===== src/source/apb_pkg.sv =====
`default_nettype none

package apb_pkg;

	// One APB request as seen by the slave
	typedef struct packed {
		logic       select;
		logic       enable;
		logic       write;
		logic [7:0] addr;
		logic [7:0] wdata;
	} apb_req_t;

	typedef struct packed {
		logic [7:0] rdata;
		logic       ready;
	} apb_rsp_t;

	// ********************
	// Register map
	// ********************
	localparam logic [7:0] REG_NBY  = 8'h00;
	localparam logic [7:0] REG_ADR  = 8'h04;
	localparam logic [7:0] REG_RDR0 = 8'h08;
	localparam logic [7:0] REG_RDR1 = 8'h09;
	localparam logic [7:0] REG_RDR2 = 8'h0A;
	localparam logic [7:0] REG_RDR3 = 8'h0B;
	localparam logic [7:0] REG_TDR0 = 8'h0C;
	localparam logic [7:0] REG_TDR1 = 8'h0D;
	localparam logic [7:0] REG_TDR2 = 8'h0E;
	localparam logic [7:0] REG_TDR3 = 8'h0F;
	localparam logic [7:0] REG_CFG  = 8'h10;

endpackage

`default_nettype wire


===== src/source/i2c_pkg.sv =====
`default_nettype none

package i2c_pkg;

	// Transaction request from the register bank
	typedef struct packed {
		logic        start;
		logic        read;
		logic [6:0]  addr;
		logic [1:0]  nby;
		logic [31:0] tdata;
	} i2c_cmd_t;

	// Engine feedback
	typedef struct packed {
		logic       busy;
		logic       done;
		logic       nack;
		logic       rbyte_we;
		logic [1:0] rbyte_idx;
		logic [7:0] rbyte;
	} i2c_stat_t;

	// ********************
	// CFG register bits
	// ********************
	localparam int CFG_GO_WR   = 0;
	localparam int CFG_DONE_WR = 1;
	localparam int CFG_GO_RD   = 2;
	localparam int CFG_DONE_RD = 3;
	localparam int CFG_NACK    = 4;

	// System clocks per quarter of an I2C bit
	localparam int I2C_CLK_DIV = 4;
	localparam int I2C_DIV_W   = $clog2(I2C_CLK_DIV);

	typedef enum logic [2:0] {
		IDLE,
		START,
		ADDR,
		ACK0,
		WDATA,
		RDATA,
		ACK1,
		STOP
	} i2c_state_t;

endpackage

`default_nettype wire


===== src/source/i2c_reg_file.sv =====
`timescale 1ns/1ps
`default_nettype none

module i2c_reg_file (
	input  wire               clk_i,
	input  wire               rst,
	input  apb_pkg::apb_req_t apb_req_i,
	output apb_pkg::apb_rsp_t apb_rsp_o,
	input  i2c_pkg::i2c_stat_t stat_i,
	output i2c_pkg::i2c_cmd_t cmd_o
);

	import apb_pkg::*;
	import i2c_pkg::*;

	logic              setup;
	logic              cfg_wr;
	logic              go_ok;
	logic              eng_busy;
	logic [1:0]        nby_q;
	logic [6:0]        adr_q;
	logic [31:0]       tdr_q;
	logic [31:0]       rdr_q;
	logic [CFG_NACK:0] cfg_q;
	logic [7:0]        rdata_q;
	logic [7:0]        rd_mux;
	logic              start_q;

	assign setup    = apb_req_i.select & ~apb_req_i.enable;
	assign eng_busy = stat_i.busy | start_q;
	assign cfg_wr   = setup & apb_req_i.write & (apb_req_i.addr == REG_CFG);

	// Exactly one go bit, engine idle
	assign go_ok = cfg_wr & ~eng_busy
		& (apb_req_i.wdata[CFG_GO_WR] ^ apb_req_i.wdata[CFG_GO_RD]);

	// ********************
	// Read multiplexer
	// ********************
	always_comb begin
		rd_mux = '0;
		case (apb_req_i.addr)
			REG_NBY:  rd_mux = {6'b0, nby_q};
			REG_ADR:  rd_mux = {1'b0, adr_q};
			REG_RDR0: rd_mux = rdr_q[7:0];
			REG_RDR1: rd_mux = rdr_q[15:8];
			REG_RDR2: rd_mux = rdr_q[23:16];
			REG_RDR3: rd_mux = rdr_q[31:24];
			REG_TDR0: rd_mux = tdr_q[7:0];
			REG_TDR1: rd_mux = tdr_q[15:8];
			REG_TDR2: rd_mux = tdr_q[23:16];
			REG_TDR3: rd_mux = tdr_q[31:24];
			REG_CFG:  rd_mux = {3'b0, cfg_q};
			default:  rd_mux = '0;
		endcase
	end

	// ********************
	// Register bank
	// ********************
	always_ff @(posedge clk_i) begin
		if (rst) begin
			nby_q   <= '0;
			adr_q   <= '0;
			tdr_q   <= '0;
			rdr_q   <= '0;
			cfg_q   <= '0;
			rdata_q <= '0;
			start_q <= 1'b0;
		end else begin
			start_q <= go_ok;

			if (setup && !apb_req_i.write)
				rdata_q <= rd_mux;

			if (setup && apb_req_i.write) begin
				case (apb_req_i.addr)
					REG_NBY:  nby_q         <= apb_req_i.wdata[1:0];
					REG_ADR:  adr_q         <= apb_req_i.wdata[6:0];
					REG_TDR0: tdr_q[7:0]    <= apb_req_i.wdata;
					REG_TDR1: tdr_q[15:8]   <= apb_req_i.wdata;
					REG_TDR2: tdr_q[23:16]  <= apb_req_i.wdata;
					REG_TDR3: tdr_q[31:24]  <= apb_req_i.wdata;
					default: ;
				endcase
			end

			// Received bytes land by slot
			if (stat_i.rbyte_we)
				rdr_q[8*stat_i.rbyte_idx +: 8] <= stat_i.rbyte;

			// New command clears old status
			if (cfg_wr && !eng_busy) begin
				cfg_q <= '0;
				if (go_ok) begin
					cfg_q[CFG_GO_WR] <= apb_req_i.wdata[CFG_GO_WR];
					cfg_q[CFG_GO_RD] <= apb_req_i.wdata[CFG_GO_RD];
				end
			end else if (stat_i.done) begin
				cfg_q[CFG_GO_WR]   <= 1'b0;
				cfg_q[CFG_GO_RD]   <= 1'b0;
				cfg_q[CFG_DONE_WR] <= cfg_q[CFG_GO_WR];
				cfg_q[CFG_DONE_RD] <= cfg_q[CFG_GO_RD];
				if (stat_i.nack)
					cfg_q[CFG_NACK] <= 1'b1;
			end
		end
	end

	// No wait states; idle level outside a transfer
	assign apb_rsp_o.rdata = rdata_q;
	assign apb_rsp_o.ready = apb_req_i.select ? apb_req_i.enable : ~eng_busy;

	assign cmd_o.start = start_q;
	assign cmd_o.read  = cfg_q[CFG_GO_RD];
	assign cmd_o.addr  = adr_q;
	assign cmd_o.nby   = nby_q;
	assign cmd_o.tdata = tdr_q;

endmodule

`default_nettype wire


===== src/source/i2c_clk_div.sv =====
`timescale 1ns/1ps
`default_nettype none

module i2c_clk_div (
	input  wire  clk_i,
	input  wire  rst,
	input  wire  en_i,
	output logic tick_o
);

	import i2c_pkg::*;

	logic [I2C_DIV_W-1:0] cnt_q;

	// Count restarts whenever the engine is idle
	always_ff @(posedge clk_i) begin
		if (rst || !en_i) begin
			cnt_q <= '0;
		end else if (cnt_q == I2C_DIV_W'(I2C_CLK_DIV - 1)) begin
			cnt_q <= '0;
		end else begin
			cnt_q <= cnt_q + 1'b1;
		end
	end

	// Quarter-bit strobe
	assign tick_o = en_i && (cnt_q == I2C_DIV_W'(I2C_CLK_DIV - 1));

endmodule

`default_nettype wire


===== src/source/i2c_byte_engine.sv =====
`timescale 1ns/1ps
`default_nettype none

module i2c_byte_engine (
	input  wire                clk_i,
	input  wire                rst,
	input  wire                tick_i,
	input  i2c_pkg::i2c_cmd_t  cmd_i,
	input  wire                sda_i,
	output i2c_pkg::i2c_stat_t stat_o,
	output logic               scl_oe_o,
	output logic               sda_oe_o
);

	import i2c_pkg::*;

	i2c_state_t  state;
	logic [1:0]  q_cnt;
	logic [2:0]  bit_cnt;
	logic [1:0]  byte_cnt;
	logic        nack_q;
	logic        rbyte_we_q;
	logic        sda_pull;
	logic        sample;
	logic        bit_end;
	logic        rd_q;
	logic [6:0]  addr_q;
	logic [1:0]  nby_q;
	logic [31:0] tdata_q;
	logic [7:0]  rx_sr;

	assign sample  = tick_i && (q_cnt == 2'd2);
	assign bit_end = tick_i && (q_cnt == 2'd3);

	// ********************
	// Bit sequencer
	// ********************
	always_ff @(posedge clk_i) begin
		if (rst) begin
			state      <= IDLE;
			q_cnt      <= '0;
			bit_cnt    <= '0;
			byte_cnt   <= '0;
			nack_q     <= 1'b0;
			rbyte_we_q <= 1'b0;
			sda_oe_o   <= 1'b0;
		end else begin
			// SDA follows SCL by one clock
			sda_oe_o   <= sda_pull;
			rbyte_we_q <= sample && (state == RDATA) && (bit_cnt == 3'd0);

			if (state == IDLE) begin
				if (cmd_i.start) begin
					state  <= START;
					q_cnt  <= '0;
					nack_q <= 1'b0;
				end
			end else if (tick_i) begin
				q_cnt <= q_cnt + 2'd1;
			end

			if (sample && state == ACK0)
				nack_q <= sda_i;

			if (bit_end) begin
				case (state)
					START: begin
						state   <= ADDR;
						bit_cnt <= 3'd7;
					end
					ADDR, WDATA, RDATA: begin
						if (bit_cnt == 3'd0)
							state <= (state == ADDR) ? ACK0 : ACK1;
						else
							bit_cnt <= bit_cnt - 3'd1;
					end
					ACK0: begin
						// Address not acknowledged
						if (nack_q) begin
							state <= STOP;
						end else begin
							state    <= rd_q ? RDATA : WDATA;
							bit_cnt  <= 3'd7;
							byte_cnt <= '0;
						end
					end
					ACK1: begin
						if (byte_cnt == nby_q) begin
							state <= STOP;
						end else begin
							state    <= rd_q ? RDATA : WDATA;
							bit_cnt  <= 3'd7;
							byte_cnt <= byte_cnt + 2'd1;
						end
					end
					default: state <= IDLE;
				endcase
			end
		end
	end

	// Command latch and receive shifter
	always_ff @(posedge clk_i) begin
		if (state == IDLE && cmd_i.start) begin
			rd_q    <= cmd_i.read;
			addr_q  <= cmd_i.addr;
			nby_q   <= cmd_i.nby;
			tdata_q <= cmd_i.tdata;
		end
		if (sample && state == RDATA)
			rx_sr <= {rx_sr[6:0], sda_i};
	end

	// ********************
	// Line drivers
	// ********************
	always_comb begin
		case (state)
			START:   sda_pull = q_cnt[1];
			ADDR:    sda_pull = ~(bit_cnt == 3'd0 ? rd_q : addr_q[bit_cnt - 3'd1]);
			WDATA:   sda_pull = ~tdata_q[{byte_cnt, bit_cnt}];
			// ACK all but the last read byte
			ACK1:    sda_pull = rd_q && (byte_cnt != nby_q);
			STOP:    sda_pull = (q_cnt != 2'd3);
			default: sda_pull = 1'b0;
		endcase
	end

	// SCL low in the first half of every bit after START
	assign scl_oe_o = !q_cnt[1] && (state != IDLE) && (state != START);

	assign stat_o.busy      = (state != IDLE);
	assign stat_o.done      = bit_end && (state == STOP);
	assign stat_o.nack      = nack_q;
	assign stat_o.rbyte_we  = rbyte_we_q;
	assign stat_o.rbyte_idx = byte_cnt;
	assign stat_o.rbyte     = rx_sr;

endmodule

`default_nettype wire


===== src/source/i2c_master_top.sv =====
`timescale 1ns/1ps
`default_nettype none

module i2c_master_top (
	input  wire               clk_i,
	input  wire               rst,
	input  apb_pkg::apb_req_t apb_req_i,
	output apb_pkg::apb_rsp_t apb_rsp_o,
	input  wire               sda_i,
	output logic              scl_oe_o,
	output logic              sda_oe_o
);

	import i2c_pkg::*;

	i2c_cmd_t  cmd;
	i2c_stat_t stat;
	logic      tick;

	i2c_reg_file u_reg (
		.clk_i     (clk_i),
		.rst       (rst),
		.apb_req_i (apb_req_i),
		.apb_rsp_o (apb_rsp_o),
		.stat_i    (stat),
		.cmd_o     (cmd)
	);

	// Quarter-bit timing runs only while busy
	i2c_clk_div u_div (
		.clk_i  (clk_i),
		.rst    (rst),
		.en_i   (stat.busy),
		.tick_o (tick)
	);

	i2c_byte_engine u_eng (
		.clk_i    (clk_i),
		.rst      (rst),
		.tick_i   (tick),
		.cmd_i    (cmd),
		.sda_i    (sda_i),
		.stat_o   (stat),
		.scl_oe_o (scl_oe_o),
		.sda_oe_o (sda_oe_o)
	);

endmodule

`default_nettype wire


===== config.mk =====
export PLATFORM = sky130hd
export DESIGN_NAME = i2c_master_top
export DESIGN_NICKNAME = d
export VERILOG_FILES = /design/src/source/apb_pkg.sv /design/src/source/i2c_pkg.sv /design/src/source/i2c_reg_file.sv /design/src/source/i2c_clk_div.sv /design/src/source/i2c_byte_engine.sv /design/src/source/i2c_master_top.sv
export SDC_FILE = /design/constraint.sdc
export NUM_CORES = 1
export LEC_CHECK = 0
export ABC_AREA = 1
export BUFFER_PORTS_ARGS = -buffer_cell sky130_fd_sc_hd__buf_2
export CAP_MARGIN = 5
export CORE_UTILIZATION = 45
export DETAILED_ROUTE_END_ITERATION = 10
export GPL_TIMING_DRIVEN = 0
export HOLD_SLACK_MARGIN = 0.15
export MAX_ROUTING_LAYER = met4
export SYNTH_ARGS = -nofsm -noshare
export SYNTH_HDL_FRONTEND = slang
export SYNTH_SLANG_ARGS = --single-unit

===== constraint.sdc =====
create_clock -name clk_i -period 4.4 [get_ports clk_i]
set_clock_uncertainty 0.15 [all_clocks]
set_input_delay 0.88 -clock clk_i [delete_from_list [all_inputs] [get_ports clk_i]]
set_output_delay 0.88 -clock clk_i [all_outputs]
set_load 0.1 [all_outputs]

==> results.json, run 1 <==
{
  "status": "finished clean",
  "cts_tree": "yes",
  "grt_first_pass_wirelength_um": 31560,
  "die_w_um": 125.4,
  "syn_area_per_cell_um2": 7.925,
  "vias": 6092,
  "p_leak_nw": 3.107,
  "fillers": 1381,
  "drive_gt1_share_pct": 10.54,
  "reg2regPathDepth": 7,
  "setup_ws_ns": 1.058,
  "syn_inst": 865,
  "cts_resized": 0,
  "drtIter0Drc": 626,
  "cp_top_family": "simple AND/OR/NAND/NOR gates",
  "rsz0062_at_grt": "false",
  "grt_usage_pct": 27.66,
  "cts_buffers": 17,
  "hold_viol": 0,
  "postSynth.asyncResetShare_pct": 0,
  "root_buffer": "clkbuf_16",
  "io_buffers": 32,
  "synth_warnings": 0,
  "area_growth_pct": 15.29,
  "slew_headroom_pct": 45.04,
  "dp_slack_ns": 1.136,
  "path_buf_inv": 3,
  "irDropWorstVdd_v": 0.0002897,
  "clk_pin_slew_ns": 0.06,
  "startpoint": "u_eng.byte_cnt[0]",
  "synth_cell_type_count": 32,
  "synth_seq_area_share_pct": 51.69,
  "min_period_ns": 3.342,
  "core_um2": 14700,
  "worst_r2r_endpoint": "u_reg.rdr_q[17]",
  "routed_via_density": 5.469,
  "synth.cell_area_um2": 6855,
  "setup-tns-final_ns": 0,
  "min_path_type": "reg -> reg",
  "fin_crit_sh_pct": 75.96,
  "worstSetupEndpointType": "register",
  "multi_input_comb_area_um2": 2903,
  "antenna_cells": 0,
  "clk_latency_ns": 0.42,
  "hpwl_um": 15610,
  "whs_ns": 0.2785,
  "synth_edf_count": 50,
  "synth_nets": 897,
  "ant_nets": 0,
  "fin_util_pct": 53.77,
  "cpPeakStageDelay_ns": 0.70,
  "antenna_found_initial": 0,
  "wl_per_cell_um": 18.17,
  "tightest_slew_ns": 0.8180,
  "nets": 949,
  "worstPathCellList": "inv_1 -> clkbuf_1 -> ha_1 -> inv_1 -> nor3_1 -> nand3_1 -> a21oi_1",
  "cts.path.max_buffers": 2,
  "cts_setup_buffers": 0,
  "cp_max_fo": 12,
  "start_kind": "register",
  "rows": 44,
  "finalSetupViolCount": 0,
  "cap_viol_max_count": 0,
  "cp.arrival_ns": 3.54,
  "cts_sinks": 152,
  "drcViolationCount": 0,
  "p_per_area_nw_per_um2": 386.2,
  "seqCellArea_um2": 3543,
  "drv_slew": 0,
  "globalplace.congestion": 0.9533,
  "wl_um": 20250,
  "gr-total-overflow": 0,
  "timing.critical_path.to": "u_reg.rdr_q[17]",
  "cts_hold_buffers": 0,
  "dr.pass1.iters": 5,
  "reg2reg_slack_ns": 1.06,
  "critPathKind": "reg -> reg",
  "htree_levels": 4,
  "max_freq_mhz": 299.2,
  "initial_core_util_pct": 46.64,
  "grt_pass1_vias": 5795,
  "die_height_um": 125.4,
  "required_ns": 4.60,
  "cp_slowest_cell": "dfxtp_1",
  "worst-path-stages": 7,
  "reg2reg_from": "u_eng.byte_cnt[0]",
  "ys_ff_latch": 152,
  "dieArea_um2": 15730,
  "grt_max_degree": 39,
  "cpMostUsedCell": "inv_1",
  "pin_count": 33,
  "ys.flop_type": "dfxtp_1"
}
-- logic make-up after synthesis --
kind of cell	synth area share, %
compound gates	10.59
simple gates	29.44
flops	51.69
fa+ha+maj	1.825
buf+inv	6.078
xor+xnor	0.3834
-- registers in the layout, indices dropped and copies added, names as in the netlist, 3 cells and up, named ones only --
signal and cells:
u_eng.rx_sr 8, u_reg.tdr_q 32, u_eng.tdata_q 32, u_eng.addr_q 7
u_reg.rdr_q 32, u_reg.adr_q 7, u_eng.bit_cnt 3, u_reg.rdata_q 8
u_reg.cfg_q 5
-- cell usage after synthesis (5+ instances only) --
cell type	n	share of area (%)
a21oi_1	78	5.7
a22oi_1	16	1.8
buf_2	9	0.66
clkbuf_1	17	0.93
dfxtp_1	102	30
edfxtp_1	50	22
ha_1	10	1.8
inv_1	63	3.4
inv_2	7	0.38
nand2_1	199	11
nand3_1	133	9.7
nand3b_1	5	0.55
nor2_1	102	5.6
nor3_1	5	0.36
o21ai_0	32	2.3
-- worst min-delay path by stage --
stage          slack (ns)  cells past startpoint           endpoint       startpoint
2_1_floorplan        0.25                      1     u_div.cnt_q[0]   u_div.cnt_q[0]
3_3_place_gp         0.26                      1     u_div.cnt_q[0]   u_div.cnt_q[0]
3_5_place_dp         0.26                      1     u_div.cnt_q[0]   u_div.cnt_q[0]
4_1_cts              0.28                      1     u_div.cnt_q[0]   u_div.cnt_q[0]
5_1_grt              0.31                      0  u_eng.tdata_q[29]  u_reg.tdr_q[29]
6_report             0.28                      1     u_div.cnt_q[0]   u_div.cnt_q[0]
-- routing by layer --
| layer | part of all wire (%) | vias to the layer above | GRT usage, % |
|---|---|---|---|
| met2 | 48 | 212 | 43.79 |
| li1 | - | 3003 | - |
| met3 | 6.1 | 46 | 5.349 |
| met1 | 43 | 2831 | 34.12 |
| met5 | 0 | - | - |
| met4 | 3.7 | 0 | 12.77 |
-- cell usage in the layout, fill, tap and decap left out, types with 7 or more instances in the layout --
cell	instances
dfxtp_1	102
buf_2	41
nor2_1	101
edfxtp_1	50
a22oi_1	16
ha_1	10
clkbuf_16	18
inv_2	7
o21ai_0	32
nand2_1	199
clkbuf_1	18
a21oi_1	78
nand3_1	133
inv_1	63
-- through the flow --
| step | power [mW] | cell area [um^2] | std cells |
|---|---|---|---|
| finish | 3.053 | 7904 | 1114 |
| global route | 3.142 | 7904 | 1114 |
| CTS | 3.072 | 7904 | 1114 |
| detailed placement | 1.549 | 7273 | 1082 |
| global placement | 1.547 | 7246 | 1081 |
| floorplan | 1.512 | 6855 | 865 |
-- power breakdown --
part | total, mW | switching [mW] | internal, mW
clock | 1.53 | 0.586 | 0.948
sequential | 1.44 | 0.000217 | 1.44
combinational | 0.0788 | 0.0613 | 0.0176
-- area by class of cell --
type	count	area share, %
Multi-Input combinational cell	611	36.73
Clock inverter	12	2.058
Sequential cell	152	44.83
Tap cell	184	2.913
Inverter	73	3.467
Buffer	29	1.805
Clock buffer	20	5.921
Timing Repair Buffer	33	2.280
Note: power is estimated with default switching activity, not from simulation.
==> inputs of run 2 (changes only) <==
Clock period 4.4 ns to 3 ns, I/O delays scaled along.
==> run 2 against run 1 <==
Net effect:
- maximum frequency is 17% higher
- first-iteration DRC count fell by 14%
- combinational power is 47% higher
- critical path depth stayed put
- largest power group unchanged
==> results.json, run 2 (same netlist as run 1, synthesis figures left out) <==
{
  "slew_headroom_pct": 52.94,
  "cpMostUsedCell": "inv_1",
  "reg.largest.list": "u_eng.tdata_q: 32 flops, u_reg.rdr_q: 32 flops, u_reg.tdr_q: 32 flops",
  "vias": 6138,
  "root_buffer": "clkbuf_16",
  "cts.path.max_buffers": 2,
  "clk_pin_slew_ns": 0.06,
  "timing.critical_path.to": "u_reg.rdr_q[17]",
  "worstSetupEndpointType": "register",
  "min_period_ns": 2.852,
  "dr.pass1.iters": 6,
  "cap_viol_max_count": 0,
  "hpwl_um": 15320,
  "critPathKind": "reg -> reg",
  "fin_crit_sh_pct": 95.08,
  "io_buffers": 32,
  "start_kind": "register",
  "setup-tns-final_ns": 0,
  "worstPathCellList": "inv_1 -> clkbuf_1 -> ha_1 -> inv_1 -> nor3_2 -> nand3_1 -> a21oi_1",
  "p_leak_nw": 3.089,
  "clk_latency_ns": 0.43,
  "p_per_area_nw_per_um2": 561.3,
  "grt_first_pass_wirelength_um": 31780,
  "drtIter0Drc": 536,
  "dieArea_um2": 15730,
  "min_path_type": "in -> reg",
  "area_growth_pct": 15.19,
  "ant_nets": 0,
  "cts_buffers": 17,
  "grt_usage_pct": 27.87,
  "startpoint": "u_eng.byte_cnt[0]",
  "rsz0062_at_grt": "false",
  "layout_common_cells": "nand2_1, nand3_1, nor2_1, dfxtp_1, a21oi_1",
  "grt_pass1_vias": 5846,
  "cts_hold_buffers": 0,
  "fin_util_pct": 53.72,
  "drive_gt1_share_pct": 10.75,
  "globalplace.congestion": 0.9947,
  "cp_slowest_cell": "ha_1",
  "reg2regPathDepth": 7,
  "pin_count": 33,
  "initial_core_util_pct": 46.64,
  "worst_r2r_endpoint": "u_reg.rdr_q[17]",
  "reg2reg_slack_ns": 0.15,
  "antenna_cells": 0,
  "wl_um": 20110,
  "gr-total-overflow": 0,
  "cp_top_family": "buffers and inverters",
  "core_um2": 14700,
  "dpl_cell_area_um2": 7277,
  "cp_max_fo": 12,
  "die_w_um": 125.4,
  "rows": 44,
  "routed_via_density": 5.510,
  "fin_area_um2": 7896,
  "wl_per_cell_um": 18.05,
  "cp.arrival_ns": 3.05,
  "required_ns": 3.20,
  "layout_commonest_cell": "nand2_1",
  "worst-path-stages": 7,
  "cts_sinks": 152,
  "cts_tree": "yes",
  "status": "finished clean",
  "irDropWorstVdd_v": 0.0003941,
  "drv_slew": 0,
  "antenna_found_initial": 0,
  "nets": 949,
  "htree_levels": 4,
  "finalSetupViolCount": 0,
  "tightest_slew_ns": 0.7060,
  "max_freq_mhz": 350.6,
  "grt_max_degree": 39,
  "cpPeakStageDelay_ns": 0.64,
  "path_buf_inv": 3,
  "drcViolationCount": 0,
  "hold_viol": 0,
  "die_height_um": 125.4,
  "reg2reg_from": "u_eng.byte_cnt[0]",
  "fillers": 1410
}
-- run 2: layout make-up --
type                            instances  area (um^2)  share of cell area (%)
Buffer                                 29        142.6                   1.806
Tap cell                              184        230.2                   2.916
Inverter                               73        274.0                   3.470
Multi-Input combinational cell        611         2920                   36.98
Clock inverter                         11        143.9                   1.822
Sequential cell                       152         3545                   44.89
Timing Repair Buffer                   33        180.2                   2.282
Clock buffer                           21        460.4                   5.831
-- run 2: worst min path at each step --
stage | start | to | slack, ns | cells after the start
after floorplan | u_div.cnt_q[0] | u_div.cnt_q[0] | 0.25 | 1
after global placement | u_div.cnt_q[0] | u_div.cnt_q[0] | 0.26 | 1
after detailed placement | u_div.cnt_q[0] | u_div.cnt_q[0] | 0.26 | 1
after CTS | sda_i | u_eng.rx_sr[0] | 0.20 | 1
after global routing | sda_i | u_eng.rx_sr[0] | 0.21 | 1
final | sda_i | u_eng.rx_sr[0] | 0.21 | 1
-- run 2: power by group --
| group | leakage [nW] | total, mW | internal [mW] | switching [mW] |
|---|---|---|---|---|
| clock network | 0.288 | 2.20 | 1.35 | 0.853 |
| logic | 1.44 | 0.116 | 0.0259 | 0.0899 |
| registers | 1.37 | 2.11 | 2.11 | 0.000326 |
| total | 3.09 | 4.43 | 3.49 | 0.943 |
-- run 2: per-stage QoR --
stage	power [mW]	instances	setup WS, ns	hold WS (ns)
2_1_floorplan	2.218	865	-0.06661	0.2484
3_3_place_gp	2.269	1081	-0.6914	0.2557
3_5_place_dp	2.270	1082	-0.2006	0.2631
4_1_cts	4.460	1114	0.1544	0.2050
5_1_grt	4.560	1114	0.02351	0.2111
6_report	4.432	1114	0.1476	0.2139
-- run 2: routing by layer --
layer / global-route usage [%] / vias to the layer above / wire [um]
li1: - / 3002 / -
met1: 34.53 / 2866 / 8878
met2: 43.92 / 218 / 9453
met3: 4.022 / 52 / 957
met4: 15.14 / 0 / 820
met5: - / - / 0
-- run 2: what timing repair did --
action | in CTS | in global routing
gates cloned | 0 | 0
endpoints found under the setup margin | 16 | 8
setup buffers | 0 | 0
gates resized for setup | 2 | 1
